<file path="src/way_select.sv">
module way_select (
    input  logic clk,
    input  logic rst,
    input  logic flip_victimway,
    input  logic enable,
    input  logic hit0,
    input  logic hit1,
    input  logic valid0,
    input  logic valid1,
    input  logic dirty0,
    input  logic dirty1,
    output logic way_en0,
    output logic way_en1,
    output logic hit,
    output logic valid,
    output logic dirty
);

    logic victim_bit;   // toggles on every compare
    logic held_way;     // way chosen at the last compare
    logic hit_way0;
    logic hit_way1;
    logic pick;         // victim candidate
    logic sel;

    assign hit_way0 = hit0 & valid0;
    assign hit_way1 = hit1 & valid1;

    // an empty way wins, way 0 first, else the victim bit decides
    assign pick = !valid0 ? 1'b0 : (!valid1 ? 1'b1 : victim_bit);

    assign sel = !enable ? held_way :
                 (hit_way0 | hit_way1) ? hit_way1 : pick;

    assign way_en0 = enable | ~held_way;
    assign way_en1 = enable | held_way;

    assign hit   = sel ? hit1 : hit0;
    assign valid = sel ? valid1 : valid0;
    assign dirty = sel ? (dirty1 & valid1) : (dirty0 & valid0);

    always_ff @(posedge clk) begin
        if (rst) begin
            victim_bit <= 1'b0;
            held_way   <= 1'b0;
        end else if (flip_victimway) begin
            victim_bit <= ~victim_bit;
            held_way   <= sel;          // kept through the whole miss
        end
    end

endmodule
</file>
<file path="config.mk">
export PLATFORM = sky130hd
export DESIGN_NAME = way_select
export DESIGN_NICKNAME = d
export VERILOG_FILES = /design/src/way_select.sv
export SDC_FILE = /design/constraint.sdc
export NUM_CORES = 1
export LEC_CHECK = 0
export BUFFER_PORTS_ARGS = -buffer_cell sky130_fd_sc_hd__buf_4
export CAP_MARGIN = 20
export CORE_AREA = 4 4 41 43
export CTS_CLUSTER_DIAMETER = 100
export CTS_CLUSTER_SIZE = 25
export DETAILED_ROUTE_END_ITERATION = 8
export DIE_AREA = 0 0 45 47
export PLACE_DENSITY = 0.38
export SLEW_MARGIN = 20
export SYNTH_ARGS = -nofsm -noshare
export SYNTH_HDL_FRONTEND = slang
export SYNTH_SLANG_ARGS = --single-unit
</file>
<file path="constraint.sdc">
create_clock -name clk -period 3.3 [get_ports clk]
set_input_delay 0.66 -clock clk [delete_from_list [all_inputs] [get_ports clk]]
set_output_delay 0.66 -clock clk [all_outputs]
set_load 0.01 [all_outputs]
</file>
==> summary.md, run 1 <==
| Metric | Value |
|---|---|
| Cell count after placement | 48 |
| Most common cell on crit path | buf_4 |
| Syn avg cell area | 8.69 sq um |
| Setup TNS Final | 0 ns |
| Flops & latches, synth | 2 |
| Maximum vdd drop | 158 uV |
| CTS-repair resized insts | 0 |
| Diode count | 0 |
| Cell count after synthesis | 19 |
| CTS tree | built |
| Flip-flop and latch area | 40.0 sq um |
| DR vias/cell | 3.75 |
| Post-Layout Cell Count | 51 |
| Nets | 48 |
| Critical Path RT | 2.64 ns |
| Setup repair bufs after CTS | 0 |
| Wirelength, routed | 486 um |
| Commonest non-fill, non-tap cells in the layout | buf_4 (14), nand2_1 (3), clkbuf_4 (3) |
| Max Fclk | 401 MHz |
| Worst Tran Pin Value | 0.241 ns |
| Number of cells on the critical path | 6 |
| Clock sink total | 2 |
| Post-detailed-route count of antenna-violating nets | 0 |
| Syn-to-layout area delta | 88.6% |
| Setup CP Type | in2out |
| Starting Density | 12.7% |
| Unrepaired setup endpoints after global routing | no |
| Final period util | 75.5% |
| Die W | 45 um |
| First-pass GRT wire length | 717 um |
| Grt total ovfl | 0 |
| Initial antenna violation count | 0 |
| Commonest non-fill, non-tap cell in the layout | buf_4 |
| Largest net degree at the start of global routing | 5 |
| Worst Path Buf+Inv | 2 |
| Root buffer cell | clkbuf_4 |
| H-tree depth | 1 |
| Hold Crit Class | reg2reg |
| Outcome | complete, no violations |
| Lkg Pwr | 0.148 nW |
| Vias in the first global route | 193 |
| Synth Cell Area | 165 sq um |
| Slowest stage delay, CP | 0.34 ns |
| Slew HR | 83.8% |
| Number of DRC markers in iteration 0 | 1 |
| Io pins | 15 |
| Min Tclk post-route | 2.49 ns |
| Crit path DAT | 1.83 ns |
| Max-slew violations | 0 |
| Core Footprint | 1300 sq um |
| Clock transition at path regs | 0.03 ns |
| Crit-path cells | buf_4 -> nor2b_1 -> o311a_4 -> nor2_4 -> mux2_2 -> buf_4 |
| Post-Syn Nets | 29 |
| First-pass DRT Iterations | 2 |
| Sequential share of the synthesized area | 24.2% |
| Filler instances | 150 |
| # rows | 13 |
| Wire per inst | 9.53 um |
| Area of the multi-input gates | 118 sq um |
| CP top delay family | multiplexers |
| Hold Violations, Final | 0 |
| Cts hold-fix bufs | 0 |
| DR vias | 191 |
| MaxCap Viol Count | 0 |
| Layout Skew | 0.00207 ns |
| Layout cells sized above 1 | 58.3% |
| PD cells | 377 nW/um^2 |
| # setup viols final | 0 |
| Worst-skew pair later-pin latency | 0.22 ns |
| Startpoint types | primary input |
| DR DRC count | 0 |
| Die height | 47 um |
| Clk buf depth | 2 |
| CTS buffer count | 3 |
| # port buffers | 14 |
| FF-to-FF path depth | 3 |
| Total track usage | 4.89% |
| CP endpoint kind | output pin |
| Post-synthesis cell type count | 13 |
| Global placement routability congestion | 0.772 |
| Slowest-stage cell, CP | mux2_2 |
| Worst hold path depth | 2 |
| Max FO, Critical Path | 4 |
| Die area | 2120 sq um |
| Ys Warns | 0 |
[cell families after synthesis]
logic type | count (synthesis) | share of synthesized area (%)
simple gates | 8 | 25.8
compound gates | 3 | 20.5
mux | 3 | 19.7
flops | 2 | 24.2
buf+inv | 2 | 4.55
xor+xnor | 1 | 5.30
[area by class of cell]
| class | instances | share of cell area, % |
|---|---|---|
| Inverter | 2 | 2.41 |
| Multi-Input combinational cell | 15 | 37.8 |
| Clock buffer | 3 | 7.23 |
| Tap cell | 15 | 6.02 |
| Sequential cell | 2 | 12.9 |
| Timing Repair Buffer | 14 | 33.7 |
[worst register-to-register path, delay by kind of cell, from the launching register on]
family / cells / cell delay (ns)
AO/OA/AOI/OAI: 2 / 0.57
flip-flops: 1 / 0.33
AND/OR/NAND/NOR: 1 / 0.06
[registers in the layout, summed over array words and instances (netlist names)]
name,cells
held_way,1
victim_bit,1
[path summary, 6_finish.rpt]
check                                start    endpoint  slack, ns
worst min register to register  victim_bit  victim_bit       0.51
worst max register to register  victim_bit    held_way       2.25
worst max-delay path                valid1       valid       0.81
worst min-delay path            victim_bit  victim_bit       0.51
[metal layers]
| metal | GRT usage [%] | vias up | routed length (um) |
|---|---|---|---|
| met2 | 6.50 | 14 | 187 |
| met5 | 0 | - | 0 |
| met3 | 2.68 | 0 | 98 |
| met1 | 5.19 | 77 | 199 |
| met4 | 5.26 | 0 | 0 |
| li1 | - | 100 | - |
[per-stage QoR]
step / cell area, sq um / util (%) / hold WS (ns) / worst slack, ns / power (W)
2_1_floorplan: 165 / - / 0.476 / 1.08 / 0.0000459
3_3_place_gp: 289 / 22.2 / 0.513 / 0.807 / 0.0000652
3_5_place_dp: 289 / 22.2 / 0.516 / 0.807 / 0.0000652
4_1_cts: 312 / 23.9 / 0.528 / 0.798 / 0.000122
5_1_grt: 312 / 23.9 / 0.548 / 0.763 / 0.000125
6_report: 312 / 23.9 / 0.514 / 0.808 / 0.000117
[synth_stat cells]
library cell	number	area (sq um)
nand2_1	3	11.3
dfxtp_1	2	40.0
inv_1	2	7.51
mux2_2	2	22.5
nor2_1	2	7.51
a211oi_1	1	7.51
a21oi_1	1	5.00
mux2i_1	1	10.0
nand2b_1	1	6.26
nor2_4	1	11.3
nor2b_1	1	6.26
o311a_4	1	21.3
xnor2_1	1	8.76
[report_power, final]
group,internal [W],leakage [nW],switching [W]
sequential,0.0000265,0.0166,0.00000143
combinational,0.0000218,0.117,0.0000148
clock,0.0000400,0.0138,0.0000128
Power figures use the tool's default switching activity.
==> inputs of run 2 (changes only) <==
--- a/config.mk
+++ b/config.mk
@@ -5,6 +5,7 @@
 export SDC_FILE = /design/constraint.sdc
 export NUM_CORES = 1
 export LEC_CHECK = 0
+export ABC_AREA = 1
 export BUFFER_PORTS_ARGS = -buffer_cell sky130_fd_sc_hd__buf_4
 export CAP_MARGIN = 20
 export CORE_AREA = 4 4 41 43
@@ -12,7 +13,7 @@
 export CTS_CLUSTER_SIZE = 25
 export DETAILED_ROUTE_END_ITERATION = 8
 export DIE_AREA = 0 0 45 47
-export PLACE_DENSITY = 0.38
+export PLACE_DENSITY = 0.41
 export SLEW_MARGIN = 20
 export SYNTH_ARGS = -nofsm -noshare
 export SYNTH_HDL_FRONTEND = slang
==> constraint.sdc (replaced) <==
create_clock -name clk -period 2.1 [get_ports clk]
set_input_delay 0.42 -clock clk [delete_from_list [all_inputs] [get_ports clk]]
set_output_delay 0.42 -clock clk [all_outputs]
set_load 0.01 [all_outputs]
==> run 2 against run 1 <==
Compared with the run above: sequential share of layout area down 0.25 points; critical path depth shrank 1; die area unchanged; core utilization grew 0.48 points; global-route usage up 0.63 points; sequential power up 57%; largest power group unchanged; setup slack got worse by 0.30 ns.
==> summary.md, run 2 <==
| Metric | Value |
|---|---|
| Largest net degree at the start of global routing | 6 |
| Top_reg_cell synth | dfxtp_1 |
| Post-detailed-route count of antenna-violating nets | 0 |
| Sequential share of the synthesized area | 21.9% |
| Post-Syn Nets | 40 |
| Nets | 58 |
| Hold Violations, Final | 0 |
| PD cells | 584 nW/um^2 |
| Setup crit end | valid |
| Flops & latches, synth | 2 |
| Worst Tran Pin Value | 0.217 ns |
| Root buffer cell | clkbuf_4 |
| Worst-skew pair later-pin latency | 0.22 ns |
| Clock sink total | 2 |
| DR vias | 216 |
| Synth area leaders | nand2_1 (23%), dfxtp_1 (22%), inv_1 (8.2%) |
| Clock transition at path regs | 0.03 ns |
| Post-Layout Cell Count | 61 |
| Die W | 45 um |
| Unrepaired setup endpoints after global routing | no |
| CP endpoint kind | output pin |
| Worst setup startpoint | held_way |
| # setup viols final | 0 |
| # rows | 13 |
| Layout cells sized above 1 | 41.3% |
| Commonest non-fill, non-tap cells in the layout | buf_4 (14), nand2_1 (11), inv_1 (4) |
| Layout Skew | 0.00199 ns |
| Final period util | 75.6% |
| Max-slew violations | 0 |
| Main combinational cell family by area after synthesis | simple AND/OR/NAND/NOR gates |
| Global placement routability congestion | 0.683 |
| DR vias/cell | 3.54 |
| Core Footprint | 1300 sq um |
| FF-to-FF path depth | 3 |
| Top cell type's share of synthesized area | 22.6% |
| Final HPWL DP | 408 um |
| Post-synth EDFFs | 0 |
| Hold Crit Class | in2reg |
| Synth Area in XOR/XNOR | 4.79% |
| Wirelength, routed | 483 um |
| Setup CP Type | reg2out |
| Cell count after synthesis | 30 |
| Startpoint types | register |
| CTS tree | built |
| Post-synthesis cell type count | 13 |
| Largest registers | held_way x1, victim_bit x1 |
| Adder-Cell Fraction of Synth Area | 0% |
| Synth top cells by count | nand2_1 (11), inv_1 (4) |
| Max FO, Critical Path | 5 |
| Outcome | complete, no violations |
| Slew HR | 85.5% |
| # port buffers | 14 |
| MaxCap Viol Count | 0 |
| Grt total ovfl | 0 |
| Die height | 47 um |
| Commonest non-fill, non-tap cell in the layout | buf_4 |
| Setup TNS Final | 0 ns |
| Die area | 2120 sq um |
| Min Tclk post-route | 1.59 ns |
| Syn-to-layout area delta | 74.0% |
| Number of DRC markers in iteration 0 | 3 |
| Io pins | 15 |
| Vias in the first global route | 214 |
| Worst reg2reg path startpoint | held_way |
| Initial antenna violation count | 0 |
| Post-synthesis mux area share | 0% |
| Wire per inst | 7.92 um |
| Simple-gate share of the synthesized area | 49.3% |
| Crit path DAT | 1.17 ns |
| Diode count | 0 |
| Max Fclk | 630 MHz |
| Critical Path RT | 1.68 ns |
| Cell taking the most area after synthesis | nand2_1 |
| CTS-repair resized insts | 0 |
| Most common cell in the netlist | nand2_1 |
| Starting Density | 14.0% |
| Reg-to-Reg End | held_way |
| First-pass DRT Iterations | 3 |
| Lkg Pwr | 0.179 nW |
| Setup repair bufs after CTS | 0 |
| Total track usage | 5.52% |
| Async SR Flop Fraction | 0% |
| Reg2reg setup slack | 1.19 ns |
| Maximum vdd drop | 404 uV |
| Syn avg cell area | 6.09 sq um |
| CTS buffer count | 3 |
| Ys Warns | 0 |
| Clk buf depth | 2 |
| First-pass GRT wire length | 828 um |
| Synth Area in Compound Gates | 9.59% |
| H-tree depth | 1 |
| Cts hold-fix bufs | 0 |
| Synth Cell Area | 183 sq um |
| DR DRC count | 0 |
| Cell count after placement | 58 |
[run 2: changes by cell type in the layout (fill, tap and decap cells not counted), sizes merged, moves of 2 or more]
cell / delta
mux2: -2
inv: +2
nand2: +10
nand3: +2
[run 2: through the flow]
stage               hold WS (ns)  utilization (%)  cell area, sq um  setup WS (ns)  power (W)
floorplan                  0.475                -               183          0.722  0.0000763
global placement           0.499             22.7               295          0.511   0.000105
detailed placement         0.500             22.7               295          0.521   0.000105
CTS                        0.353             24.4               318          0.493   0.000191
global route               0.348             24.4               318          0.424   0.000204
finish                     0.361             24.4               318          0.512   0.000186
[run 2: logic make-up (layout without fill, tap and decap cells)]
| family | after synthesis | count (layout) |
|---|---|---|
| flip-flops | 2 | 2 |
| buffers and inverters | 5 | 21 |
| AO/OA/AOI/OAI | 3 | 3 |
| XOR/XNOR | 1 | 1 |
| AND/OR/NAND/NOR | 19 | 19 |
[run 2: final cells by class]
class,count,area (sq um)
fillers,162,983
multi-input cells,23,116
repair buffers,14,105
flip-flops and latches,2,40.0
clock buffers,3,22.5
well taps,15,18.8
inverters,4,15.0
[run 2: worst min path at each step]
stage	end	slack [ns]	startpoint	cells after the start
floorplan	victim_bit	0.48	victim_bit	2
global placement	victim_bit	0.50	victim_bit	2
detailed placement	victim_bit	0.50	victim_bit	2
CTS	victim_bit	0.35	rst	2
global route	victim_bit	0.35	rst	2
finish	victim_bit	0.36	rst	2
[run 2: metal layers]
| metal | track usage (%) | routed length, um |
|---|---|---|
| met1 | 7.24 | 265 |
| met2 | 7.34 | 135 |
| met3 | 4.60 | 82 |
| met4 | 0 | 0 |
| met5 | 0 | 0 |
[run 2: where the power goes]
group	internal [W]	leakage, nW	switching, W
clock network	0.0000628	0.0138	0.0000192
logic	0.0000320	0.149	0.0000277
registers	0.0000419	0.0166	0.00000217
[run 2: worst max-delay path, stage by stage (launching register included)]
cell and delay (ns):
dfxtp_1 0.30, or2_1 0.31, nand2_4 0.12, nand2_1 0.05
nand2_1 0.05, buf_4 0.11
==> inputs of run 3 (changes only) <==
--- a/config.mk
+++ b/config.mk
@@ -5,7 +5,7 @@
 export SDC_FILE = /design/constraint.sdc
 export NUM_CORES = 1
 export LEC_CHECK = 0
-export ABC_AREA = 1
+export ABC_AREA = 0
 export BUFFER_PORTS_ARGS = -buffer_cell sky130_fd_sc_hd__buf_4
 export CAP_MARGIN = 20
 export CORE_AREA = 4 4 41 43
@@ -13,7 +13,7 @@
 export CTS_CLUSTER_SIZE = 25
 export DETAILED_ROUTE_END_ITERATION = 8
 export DIE_AREA = 0 0 45 47
-export PLACE_DENSITY = 0.41
+export PLACE_DENSITY = 0.38
 export SLEW_MARGIN = 20
 export SYNTH_ARGS = -nofsm -noshare
 export SYNTH_HDL_FRONTEND = slang
==> constraint.sdc (replaced) <==
create_clock -name clk -period 1.6 [get_ports clk]
set_input_delay 0.32 -clock clk [delete_from_list [all_inputs] [get_ports clk]]
set_output_delay 0.32 -clock clk [all_outputs]
set_load 0.01 [all_outputs]
==> run 3 against run 2 <==
Compared with the run above: the flow now finishes with violations (negative setup slack); cell count fell by 8.2%; power is 43% higher; clock-buffer cell count stayed put; via count decreased by 4.6%; cell area is 17% higher; clock power grew 33%; combinational power rose by 66%; first-iteration DRC count decreased by 100%; hold slack worse by 0.10 ns; die area unchanged; core utilization is 4.1 points higher; non-clock buffer count rose by 5; critical path type unchanged; largest power group unchanged.
==> summary.md, run 3 (synthesis results as in run 1) <==
| Metric | Value |
|---|---|
| Initial antenna violation count | 0 |
| Cts hold-fix bufs | 0 |
| Final HPWL DP | 432 um |
| Die height | 47 um |
| Root buffer cell | clkbuf_4 |
| Clock sink total | 2 |
| Largest registers | held_way x1, victim_bit x1 |
| Core Footprint | 1300 sq um |
| Unrepaired setup endpoints after global routing | yes |
| Total track usage | 5.84% |
| Nets | 53 |
| Hold Crit Class | in2reg |
| H-tree depth | 1 |
| Die W | 45 um |
| Commonest non-fill, non-tap cells in the layout | buf_4 (16), nand2_1 (3), clkbuf_4 (3), buf_6 (3) |
| Min Tclk post-route | 1.80 ns |
| Largest net degree at the start of global routing | 5 |
| Syn-to-layout area delta | 125% |
| DR vias/cell | 3.68 |
| Final core utilization | 28.6% |
| Io pins | 15 |
| Worst-skew pair later-pin latency | 0.22 ns |
| # rows | 13 |
| Setup TNS Final | -0.574 ns |
| Startpoint types | register |
| Starting Density | 12.7% |
| Slew HR | 84.7% |
| Filler instances | 144 |
| First-pass GRT wire length | 855 um |
| Min Hold Slack | 0.256 ns |
| DR vias | 206 |
| Hold Violations, Final | 0 |
| Worst Tran Pin Value | 0.229 ns |
| # port buffers | 14 |
| Outcome | finished with violations |
| Final period util | 112% |
| Clk buf depth | 2 |
| Critical Path RT | 1.28 ns |
| Die area | 2120 sq um |
| Layout cells sized above 1 | 68.3% |
| Clock transition at path regs | 0.03 ns |
| Total power | 0.000266 W |
| Flip-flop and latch area | 41.3 sq um |
| Wirelength, routed | 505 um |
| Violated checks | negative setup slack |
| Maximum vdd drop | 255 uV |
| Lkg Pwr | 0.186 nW |
| Post-route setup slack | -0.200 ns |
| Layout Skew | 0.000704 ns |
| Diode count | 0 |
| Vias in the first global route | 212 |
| Max Fclk | 556 MHz |
| CP endpoint kind | output pin |
| Wire per inst | 9.02 um |
| Commonest non-fill, non-tap cell in the layout | buf_4 |
| Number of DRC markers in iteration 0 | 0 |
| MaxCap Viol Count | 0 |
| Max FO, Critical Path | 3 |
| Area of the multi-input gates | 128 sq um |
| # setup viols final | 3 |
| CTS tree | built |
| CTS buffer count | 3 |
| Crit path DAT | 1.48 ns |
| Max-slew violations | 0 |
| Global placement routability congestion | 0.738 |
| Grt total ovfl | 0 |
| First-pass DRT Iterations | 1 |
| Post-detailed-route count of antenna-violating nets | 0 |
| PD cells | 716 nW/um^2 |
| DR DRC count | 0 |
| Setup CP Type | reg2out |
-- run 3: cell types whose count changed in the layout (fill, tap and decap cells not counted), sizes merged, moves of 2 or more --
cell   change
nand2     -10
buf        +5
inv        -2
mux2       +2
nand3      -2
-- run 3: repair_timing --
action,4_1_cts,5_1_grt
resized for setup,5,2
setup endpoints to repair,3,3
pin swaps,1,1
setup buffers,0,1
-- run 3: cell type report --
class / count / area share (%)
sequential: 2 / 11.1
inverter: 2 / 2.02
tap: 15 / 5.05
timing repair buffer: 19 / 41.4
multi-input combinational: 15 / 34.3
clock buffer: 3 / 6.06
-- run 3: path summary, 6_finish.rpt --
kind / from / endpoint / slack [ns] / cells past startpoint
setup reg to reg: victim_bit / held_way / 0.37 / 5
setup / recovery: victim_bit / hit / -0.20 / 5
hold / removal: rst / victim_bit / 0.26 / 2
hold reg to reg: held_way / held_way / 0.52 / 2
-- run 3: metrics by stage --
stage	instances	setup slack (ns)	instance area, sq um
final	56	-0.200	372
after global routing	56	-0.244	372
after CTS	55	-0.234	358
after detailed placement	52	-0.196	319
after global placement	52	-0.196	319
after floorplan	19	0.0564	165
-- run 3: worst max-delay path, stage by stage (launching register included) --
cell and delay [ns]:
dfxtp_2 0.33, nor2b_2 0.04, o311a_4 0.32, nor2_4 0.14, mux2_4 0.32, buf_6 0.12
-- run 3: where the power goes --
| group | internal [W] | switching, W |
|---|---|---|
| logic | 0.0000643 | 0.0000347 |
| clock network | 0.0000825 | 0.0000261 |
| registers | 0.0000553 | 0.00000330 |
-- run 3: per-layer routing --
| layer | track usage [%] | part of all wire [%] | up-vias |
|---|---|---|---|
| met5 | 0 | 0 | - |
| met4 | 7.02 | 0 | 0 |
| met3 | 2.30 | 15 | 0 |
| met2 | 7.34 | 40 | 14 |
| met1 | 6.80 | 44 | 83 |
| li1 | - | - | 109 |
