<file path="src/cache_defs.svh">
`ifndef CACHE_DEFS_SVH
`define CACHE_DEFS_SVH

// tag in bits 15..11, index in bits 10..3 and byte offset in bits 2..0
`define ADDR_W      16
`define WORD_W      16
`define TAG_W       5
`define INDEX_W     8
`define OFFSET_W    3

// lines per way
`define NUM_SETS    256

// main memory depth in words, spread over four banks
`define MEM_WORDS   32768

// cycles a bank stays busy after it takes an access
`define BANK_BUSY   3

`endif

</file>
<file path="src/cache_pkg.sv">
`include "cache_defs.svh"

package cache_pkg;

    typedef logic [`WORD_W-1:0]   word_t;       // one data word
    typedef logic [`ADDR_W-1:0]   addr_t;       // byte address
    typedef logic [`TAG_W-1:0]    tag_t;
    typedef logic [`INDEX_W-1:0]  index_t;
    typedef logic [`OFFSET_W-1:0] offset_t;     // bits 2..1 pick word and bank

    typedef enum logic [4:0] {
        IDLE       = 5'h00,
        COMPARE_RD = 5'h01,
        COMPARE_WR = 5'h02,
        ALLOC_0    = 5'h03,
        ALLOC_1    = 5'h04,
        ALLOC_2    = 5'h05,
        ALLOC_3    = 5'h06,
        ALLOC_4    = 5'h07,
        ALLOC_5    = 5'h08,
        ALLOC_6    = 5'h09,
        WB_0       = 5'h0a,
        WB_1       = 5'h0b,
        WB_2       = 5'h0c,
        WB_3       = 5'h0d,
        HIT_DONE   = 5'h0e,
        MISS_DONE  = 5'h0f,
        ERROR      = 5'h10
    } ctrl_state_t;

endpackage

</file>
<file path="src/cache_controller.sv">
module cache_controller (
    input  logic              clk,
    input  logic              rst,
    input  logic              rd,
    input  logic              wr,
    input  logic              hit,
    input  logic              valid,
    input  logic              dirty,
    input  logic              mem_stall,
    output logic              comp,
    output logic              cache_write,
    output cache_pkg::offset_t cache_offset,
    output logic              cache_offset_select,
    output logic              cache_data_in_select,
    output logic              tag_select,
    output logic              valid_in,
    output cache_pkg::offset_t mem_offset,
    output logic              mem_rd,
    output logic              mem_wr,
    output logic              cache_hit,
    output logic              stall,
    output logic              done,
    output logic              err,
    output logic              flip_victimway,
    output logic              enable
);

    import cache_pkg::*;

    ctrl_state_t state;
    ctrl_state_t next_state;

    always_ff @(posedge clk) begin
        if (rst) begin
            state <= IDLE;
        end else begin
            state <= next_state;
        end
    end

    // both ways are looked up while idle and during compare
    assign enable = (state == IDLE) || (state == COMPARE_RD) || (state == COMPARE_WR);

    always_comb begin
        comp                 = 1'b0;
        cache_write          = 1'b0;
        cache_offset         = 3'b000;
        cache_offset_select  = 1'b0;    // cpu offset by default
        cache_data_in_select = 1'b0;    // cpu data by default
        tag_select           = 1'b0;
        valid_in             = 1'b0;
        mem_offset           = 3'b000;
        mem_rd               = 1'b0;
        mem_wr               = 1'b0;
        cache_hit            = 1'b0;
        stall                = 1'b1;    // busy unless idle
        done                 = 1'b0;
        err                  = 1'b0;
        flip_victimway       = 1'b0;
        next_state           = IDLE;

        case (state)
            IDLE: begin
                stall = 1'b0;
                if (rd && wr) begin
                    next_state = ERROR;
                end else if (rd) begin
                    next_state = COMPARE_RD;
                end else if (wr) begin
                    next_state = COMPARE_WR;
                end
            end
            COMPARE_RD, COMPARE_WR: begin
                comp           = 1'b1;
                cache_write    = (state == COMPARE_WR);   // write lands only on a hit
                flip_victimway = 1'b1;
                if (hit && valid) begin
                    next_state = HIT_DONE;
                end else if (dirty) begin
                    next_state = WB_0;          // victim must go back first
                end else begin
                    next_state = ALLOC_0;
                end
            end
            ALLOC_0, ALLOC_1: begin
                mem_rd     = 1'b1;
                mem_offset = (state == ALLOC_0) ? 3'b000 : 3'b010;
                if (mem_stall) begin
                    next_state = state;
                end else begin
                    next_state = (state == ALLOC_0) ? ALLOC_1 : ALLOC_2;
                end
            end
            ALLOC_2, ALLOC_3: begin
                mem_rd               = 1'b1;
                mem_offset           = (state == ALLOC_2) ? 3'b100 : 3'b110;
                cache_write          = 1'b1;
                valid_in             = 1'b1;
                cache_offset         = (state == ALLOC_2) ? 3'b000 : 3'b010;
                cache_offset_select  = 1'b1;
                cache_data_in_select = 1'b1;    // word fetched two states ago
                if (mem_stall) begin
                    next_state = state;
                end else begin
                    next_state = (state == ALLOC_2) ? ALLOC_3 : ALLOC_4;
                end
            end
            ALLOC_4: begin
                cache_write          = 1'b1;
                valid_in             = 1'b1;
                cache_offset         = 3'b100;
                cache_offset_select  = 1'b1;
                cache_data_in_select = 1'b1;
                next_state           = ALLOC_5;
            end
            ALLOC_5: begin
                cache_write          = 1'b1;
                valid_in             = 1'b1;
                cache_offset         = 3'b110;
                cache_offset_select  = 1'b1;
                cache_data_in_select = 1'b1;
                next_state           = wr ? ALLOC_6 : MISS_DONE;
            end
            ALLOC_6: begin
                // cpu word goes into the fresh line and marks it dirty
                comp        = 1'b1;
                cache_write = 1'b1;
                valid_in    = 1'b1;
                next_state  = MISS_DONE;
            end
            WB_0, WB_1, WB_2, WB_3: begin
                mem_wr              = 1'b1;
                tag_select          = 1'b1;     // address from the victim tag
                cache_offset_select = 1'b1;
                case (state)
                    WB_0:    cache_offset = 3'b000;
                    WB_1:    cache_offset = 3'b010;
                    WB_2:    cache_offset = 3'b100;
                    default: cache_offset = 3'b110;
                endcase
                mem_offset = cache_offset;
                if (mem_stall) begin
                    next_state = state;
                end else begin
                    case (state)
                        WB_0:    next_state = WB_1;
                        WB_1:    next_state = WB_2;
                        WB_2:    next_state = WB_3;
                        default: next_state = ALLOC_0;
                    endcase
                end
            end
            HIT_DONE: begin
                done       = 1'b1;
                cache_hit  = 1'b1;
                next_state = IDLE;
            end
            MISS_DONE: begin
                done       = 1'b1;
                next_state = IDLE;
            end
            ERROR: begin
                err        = 1'b1;          // one cycle, no done
                next_state = IDLE;
            end
            default: begin
                next_state = IDLE;
            end
        endcase
    end

endmodule

</file>
<file path="config.mk">
export PLATFORM = sky130hd
export DESIGN_NAME = cache_controller
export DESIGN_NICKNAME = d
export VERILOG_FILES = /design/src/cache_pkg.sv /design/src/cache_controller.sv
export VERILOG_INCLUDE_DIRS = /design/src
export SDC_FILE = /design/constraint.sdc
export NUM_CORES = 1
export LEC_CHECK = 0
export BUFFER_PORTS_ARGS = -buffer_cell sky130_fd_sc_hd__buf_2
export CORE_MARGIN = 10
export CORE_UTILIZATION = 48
export CTS_CLUSTER_DIAMETER = 80
export CTS_CLUSTER_SIZE = 12
export DETAILED_ROUTE_END_ITERATION = 8
export GPL_ROUTABILITY_DRIVEN = 0
export PLACE_DENSITY_LB_ADDON = 0.08
export SYNTH_ARGS = -nofsm -noshare
export SYNTH_HDL_FRONTEND = slang
export SYNTH_SLANG_ARGS = --single-unit
</file>
<file path="constraint.sdc">
create_clock -name clk -period 1.7 [get_ports clk]
set_input_delay 0.17 -clock clk [delete_from_list [all_inputs] [get_ports clk]]
set_output_delay 0.17 -clock clk [all_outputs]
set_load 0.005 [all_outputs]
</file>
==> summary.txt, run 1 <==
=====================================================================================
Status                                                                   finished clean
Count of buffers inserted at the top-level ports                                   25
Number of antenna violations at the first check in global routing                   0
Post-synthesis async set-or-reset flop share                                       0%
Worst setup slack for register-to-register paths                               320 ps
Max-cap viol count                                                                  0
Initial cell density of the core                                                50.2%
Final routed DRC violation total                                                    0
Synth area leader                                                        sky130_fd_sc_hd__dfxtp_1
Commonest cells post-synth                                               sky130_fd_sc_hd__a21oi_1 (9), sky130_fd_sc_hd__nand2_1 (8), sky130_fd_sc_hd__nor2_1 (8)
Largest net degree at the start of global routing                                  16
Area fraction of the dominant cell type after synthesis                         13.2%
Clock Latency Late Sink                                                        260 ps
Total length of routed wires                                                  2210 um
Final core utilization                                                          63.6%
Die Wd                                                                        59.7 um
Mean Syn Cell Area                                                           7.01 um2
Reg2reg start                                                                state[0]
Fraction of final layout cells with drive strength greater than 1               40.1%
Post-Syn Area                                                                 757 um2
Placed standard-cell area                                                     895 um2
GRT Total Usage                                                                 13.3%
Distinct cell type count after synthesis                                           41
Count of endpoints failing hold in the final timing report                          0
Placeable core area                                                       0.00151 mm2
TritonCTS clock tree                                                            built
Number of buffers on the longest clock path                                         2
Data arrival at the endpoint of the critical path                             1440 ps
Via/cell ratio                                                                   5.61
Leakage power                                                                0.447 nW
Number of global-route vias before repair                                         825
Number of filler cells placed in the layout                                       149
GR Overflow Total                                                                   0
Register containing the most flip-flops in the final layout                     state
Number of antenna-violating nets in the routed design                               0
Part of the Yosys area used for sequential elements                             13.2%
Die Area                                                                  0.00357 mm2
Hold Path Class                                                                in2reg
Via count                                                                         858
Dominant cell by count in the synthesized netlist                        sky130_fd_sc_hd__a21oi_1
Largest registers                                                            state x5
Count of routing violations after the opening detailed-route iteration             18
Post-synthesis register bit count                                                   5
Worst setup path end                                                     cache_offset_select
Cell row count                                                                     14
Worst Path Required                                                           1530 ps
Clk slew on worst S/H paths                                                     40 ps
Hold wc startpoint                                                                rst
Kind of capture point of the worst setup path                             output port
Maximum fanout count along the critical path                                        9
Final cell area excluding filler cells                                        958 um2
Total power density per cell area                                         2020 mW/mm2
Final Critical Period                                                         1610 ps
Post-route fraction of the period consumed by the critical path                 95.0%
Routed wire per std cell                                                      14.4 um
Startpoint-to-endpoint class of the critical path                             reg2out
TritonCTS buffer count                                                              3
Length in cells of the worst reg-to-reg path                                        5
Most used flip-flop cell after synthesis                                 sky130_fd_sc_hd__dfxtp_1
Post-Synthesis Cells                                                              108
Count of final setup violators                                                      0
Area overhead of the layout relative to synthesis                               26.6%
Number of warnings reported in the yosys synthesis log                              0
Launching instance or port of the critical path                              state[4]
CTS Sinks                                                                           5
Iteration count of the initial detailed-routing pass                                4
Post-layout worst setup margin                                                85.3 ps
Final number of max-transition violations                                           0
Worst clock skew on the final layout                                          5.48 ps
Maximum frequency from static timing analysis                               0.619 GHz
Startpoint type of the worst setup path                                      register
Number of flops mapped to enable cells by yosys                                     0
First-pass GRT wire length                                                    3790 um
Net total in the final layout                                                     146
Largest cells by area after synthesis                                    sky130_fd_sc_hd__dfxtp_1 (13%), sky130_fd_sc_hd__a21oi_1 (6.0%), sky130_fd_sc_hd__nor4_4 (5.6%), sky130_fd_sc_hd__buf_4 (5.0%), sky130_fd_sc_hd__nand2b_1 (4.1%)
Post-Place Setup Slack                                                         208 ps
H-tree Lvls                                                                         1
Number of top-level design ports                                                   28
Maximum ir drop on the vdd rail                                              0.922 mV
Detailed-placement wirelength estimate                                        1750 um
Final antenna diode count                                                           0
Endpoint of the most critical register-to-register path                      state[1]
DIE HEIGHT                                                                    59.7 um
Number of flip-flops in the largest register                                        5
Root Buffer Master                                                       sky130_fd_sc_hd__clkbuf_4
=====================================================================================
-- what timing repair did --
| action | CTS | global route |
|---|---|---|
| hold buffers | 0 | 0 |
| resized for setup | 4 | 8 |
| hold endpoints to repair | 0 | 0 |
| setup endpoints to repair | 6 | 8 |
| pin swaps | 1 | 0 |
| buffers inserted | 0 | 2 |
-- power by group --
part,leakage [nW],internal [W],switching [W],total [W]
clock network,0.0150,0.0000895,0.0000602,0.000150
registers,0.0442,0.000190,0.000122,0.000312
logic,0.388,0.000725,0.000746,0.00147
-- metal layers --
layer	wire length, um	track usage, %
met2	1010	20.9
met1	968	15.6
met4	51	7.69
met5	0	0
met3	175	3.60
-- placed cells by master (no fill, tap or decap), types with 3 or more instances in the layout --
master                     count
sky130_fd_sc_hd__nor2_1        8
sky130_fd_sc_hd__nor3_1        6
sky130_fd_sc_hd__a22oi_1       4
sky130_fd_sc_hd__o21ai_1       5
sky130_fd_sc_hd__nand3_1       3
sky130_fd_sc_hd__inv_1         4
sky130_fd_sc_hd__nand2_1       8
sky130_fd_sc_hd__or2_1         3
sky130_fd_sc_hd__dfxtp_4       4
sky130_fd_sc_hd__buf_2        25
sky130_fd_sc_hd__xnor2_1       3
sky130_fd_sc_hd__clkbuf_4      3
sky130_fd_sc_hd__nand2b_1      5
sky130_fd_sc_hd__buf_4        12
sky130_fd_sc_hd__a21oi_1       9
-- kinds of logic after synthesis --
group,count (synthesis),synth area share [%]
other cells,1,0.495
compound gates,32,28.6
simple gates,47,37.4
buf+inv,18,14.4
mux,1,1.32
flops,5,13.2
xor+xnor,4,4.63
-- worst min-delay path by stage --
stage	endpoint	slack [ps]	cells after the start
floorplan	state[4]	250	1
global placement	state[4]	380	2
detailed placement	state[4]	380	2
CTS	state[4]	100	2
global route	state[4]	110	2
finish	state[4]	110	2
-- layout make-up --
| cell class | count | area (um2) | area share (%) |
|---|---|---|---|
| inverters | 4 | 15.0 | 1.57 |
| repair buffers | 38 | 226 | 23.6 |
| clock buffers | 4 | 26.3 | 2.74 |
| multi-input cells | 86 | 554 | 57.8 |
| flip-flops and latches | 5 | 116 | 12.1 |
| well taps | 16 | 20.0 | 2.09 |
-- critical path: stages (launching register included) --
cell and delay, ps:
sky130_fd_sc_hd__dfxtp_4 400, sky130_fd_sc_hd__nand2b_1 220, sky130_fd_sc_hd__nand2b_1 170, sky130_fd_sc_hd__inv_1 60, sky130_fd_sc_hd__or2_1 210, sky130_fd_sc_hd__buf_2 120
-- metrics by stage --
step	std cells	total power [W]	hold WS, ps	TNS, ps
after floorplan	109	0.00126	246	0
after global placement	147	0.00167	377	0
after detailed placement	147	0.00169	376	0
after CTS	151	0.00185	103	0
after global routing	153	0.00217	114	-4.31
final	153	0.00193	108	0
Power figures use the tool's default switching activity.
==> inputs of run 2 (changes only) <==
--- a/config.mk
+++ b/config.mk
@@ -7,6 +7,7 @@
 export NUM_CORES = 1
 export LEC_CHECK = 0
 export BUFFER_PORTS_ARGS = -buffer_cell sky130_fd_sc_hd__buf_2
+export CAP_MARGIN = 10
 export CORE_MARGIN = 10
 export CORE_UTILIZATION = 48
 export CTS_CLUSTER_DIAMETER = 80
==> constraint.sdc (replaced) <==
create_clock -name clk -period 1.8 [get_ports clk]
set_input_delay 0.18 -clock clk [delete_from_list [all_inputs] [get_ports clk]]
set_output_delay 0.18 -clock clk [all_outputs]
set_load 0.005 [all_outputs]
==> summary.txt, run 2 (synthesis gave the netlist of run 1 again) <==
=====================================================================================
Setup Buffers After CTS                                                             0   unchanged
Final Critical Period                                                         1690 ps
Initial cell density of the core                                                50.2%   unchanged
Total power density per cell area                                         1870 mW/mm2   was 2020 mW/mm2
Number of global-route vias before repair                                         842   was 825
Worst Path Required                                                           1620 ps   was 1530 ps
Die Wd                                                                        59.7 um   unchanged
Cells resized by post-CTS repair                                                    0   was 4
GRT Total Usage                                                                 11.8%   was 13.3%
Count of buffers inserted at the top-level ports                                   25   unchanged
Endpoint of the most critical register-to-register path                      state[0]   was state[1]
Startpoint type of the worst setup path                                      register   unchanged
Dominant delay contributor by cell family on the critical path           simple AND/OR/NAND/NOR gates   unchanged
Routed wire per std cell                                                      14.4 um   about the same
Number of top-level design ports                                                   28   unchanged
Final total negative setup slack                                                 0 ps   unchanged
Maximum frequency from static timing analysis                               0.592 GHz
Via/cell ratio                                                                   5.66   was 5.61
Number of buffers on the longest clock path                                         2   unchanged
Final number of max-transition violations                                           0   unchanged
Fraction of final layout cells with drive strength greater than 1               37.6%   was 40.1%
Iteration count of the initial detailed-routing pass                                4   unchanged
Hold depth                                                                          2   unchanged
Status                                                                   finished clean   unchanged
DIE HEIGHT                                                                    59.7 um   unchanged
H-tree Lvls                                                                         1   unchanged
Maximum fanout count along the critical path                                        5   was 9
Leakage power                                                                0.424 nW   was 0.447 nW
Net total in the final layout                                                     142   was 146
Post-route fraction of the period consumed by the critical path                 93.8%
Via count                                                                         843   was 858
Number of antenna violations at the first check in global routing                   0   unchanged
CTS Sinks                                                                           5   unchanged
Reg2reg start                                                                state[2]   was state[0]
Biggest cell delay along the critical path                                     470 ps   was 400 ps
Number of filler cells placed in the layout                                       162   was 149
Final antenna diode count                                                           0   unchanged
Count of endpoints failing hold in the final timing report                          0   unchanged
Count of final setup violators                                                      0   unchanged
Total length of routed wires                                                  2140 um   was 2210 um
Hold wc startpoint                                                                rst   unchanged
GR Overflow Total                                                                   0   unchanged
Kind of capture point of the worst setup path                             output port   unchanged
Worst clock skew on the final layout                                          3.71 ps   was 5.48 ps
Commonest cells after routing, fill and taps aside                       sky130_fd_sc_hd__buf_2 (25), sky130_fd_sc_hd__a21oi_1 (9), sky130_fd_sc_hd__buf_4 (9)   was sky130_fd_sc_hd__buf_2 (25), sky130_fd_sc_hd__buf_4 (12), sky130_fd_sc_hd__a21oi_1 (9)
Detailed-placement wirelength estimate                                        1750 um   about the same
Number of antenna-violating nets in the routed design                               0   unchanged
Worst setup slack for register-to-register paths                               340 ps   was 320 ps
Register containing the most flip-flops in the final layout                     state   unchanged
Number of flip-flops in the largest register                                        5   unchanged
Max-cap viol count                                                                  0   unchanged
Hold path endpoint                                                           state[4]   unchanged
TritonCTS buffer count                                                              3   unchanged
Final routed DRC violation total                                                    0   unchanged
Clk slew on worst S/H paths                                                     50 ps   was 40 ps
Leading cell type in the layout, fill and taps excluded                  sky130_fd_sc_hd__buf_2   unchanged
Maximum ir drop on the vdd rail                                              0.987 mV   was 0.922 mV
Area overhead of the layout relative to synthesis                               21.0%   was 26.6%
Root Buffer Master                                                       sky130_fd_sc_hd__clkbuf_4   unchanged
Data arrival at the endpoint of the critical path                             1510 ps   was 1440 ps
Largest registers                                                            state x5   unchanged
Count of routing violations after the opening detailed-route iteration             19   was 18
First-pass GRT wire length                                                    3540 um   was 3790 um
RSZ-0062 raised after global routing                                            false
Worst hold slack                                                               156 ps   was 108 ps
Cell row count                                                                     14   unchanged
Die Area                                                                  0.00357 mm2   unchanged
Placeable core area                                                       0.00151 mm2   unchanged
Hold Path Class                                                                in2reg   unchanged
Largest net degree at the start of global routing                                  14   was 16
Cells traversed along the worst timing path                              nand2b_2, nand2b_1, inv_1, or2_1, buf_2   was nand2b_1, nand2b_1, inv_1, or2_1, buf_2
Slowest cell on crit path                                                sky130_fd_sc_hd__dfxtp_1   was sky130_fd_sc_hd__dfxtp_4
Number of buffers and inverters on the critical path                                2   unchanged
Length in cells of the worst reg-to-reg path                                        5   unchanged
Clock Latency Late Sink                                                        240 ps   was 260 ps
Startpoint-to-endpoint class of the critical path                             reg2out   unchanged
Post-CTS Hold Fix Bufs                                                              0   unchanged
TritonCTS clock tree                                                            built   unchanged
=====================================================================================
[run 2: final cells by class]
cell class | instances | area (um2) | share of cell area (%)
sequential | 5 | 108 | 11.7
multi-input combinational | 86 | 554 | 60.5
inverter | 4 | 15.0 | 1.64
clock buffer | 4 | 26.3 | 2.87
timing repair buffer | 34 | 193 | 21.0
tap | 16 | 20.0 | 2.19
[run 2: through the flow]
stage	worst slack [ps]	instance area, um2	utilization [%]	cells	power, W
detailed placement	209	880	58.4	145	0.00156
floorplan	489	761	-	109	0.00119
global placement	204	880	58.4	145	0.00156
global route	13.7	916	60.8	149	0.00188
CTS	22.2	906	60.1	149	0.00170
finish	111	916	60.8	149	0.00171
[run 2: metal layers]
metal  vias up  share of wire (%)  global-route usage [%]
met2        27                 47                    21.6
met5         -                  0                       0
met4         0               0.75                    2.88
met3         2                6.4                    1.48
met1       384                 45                    13.9
li1        430                  -                       -
[run 2: how the worst max path moves through the flow]
| stage | start | endpoint | slack, ps | cells after the start |
|---|---|---|---|---|
| after floorplan | state[0] | cache_write | 490 | 6 |
| after global placement | state[2] | state[0] | 200 | 5 |
| after detailed placement | state[2] | state[0] | 210 | 5 |
| after CTS | state[1] | cache_offset[2] | 20 | 6 |
| after global routing | state[2] | cache_offset[2] | 10 | 6 |
| final | state[4] | cache_offset_select | 110 | 5 |
[run 2: worst register-to-register path, stage by stage, from the launching register on]
cell and delay, ps:
sky130_fd_sc_hd__dfxtp_2 450, sky130_fd_sc_hd__buf_4 210, sky130_fd_sc_hd__or4b_1 450, sky130_fd_sc_hd__o21ai_1 120
sky130_fd_sc_hd__a221oi_2 60, sky130_fd_sc_hd__o21ai_2 110
[run 2: power by group]
part / internal, W / total (W) / switching [W] / leakage [nW]
clock: 0.0000837 / 0.000128 / 0.0000446 / 0.0150
combinational: 0.000602 / 0.00128 / 0.000676 / 0.366
sequential: 0.000170 / 0.000303 / 0.000133 / 0.0429
total: 0.000856 / 0.00171 / 0.000853 / 0.424
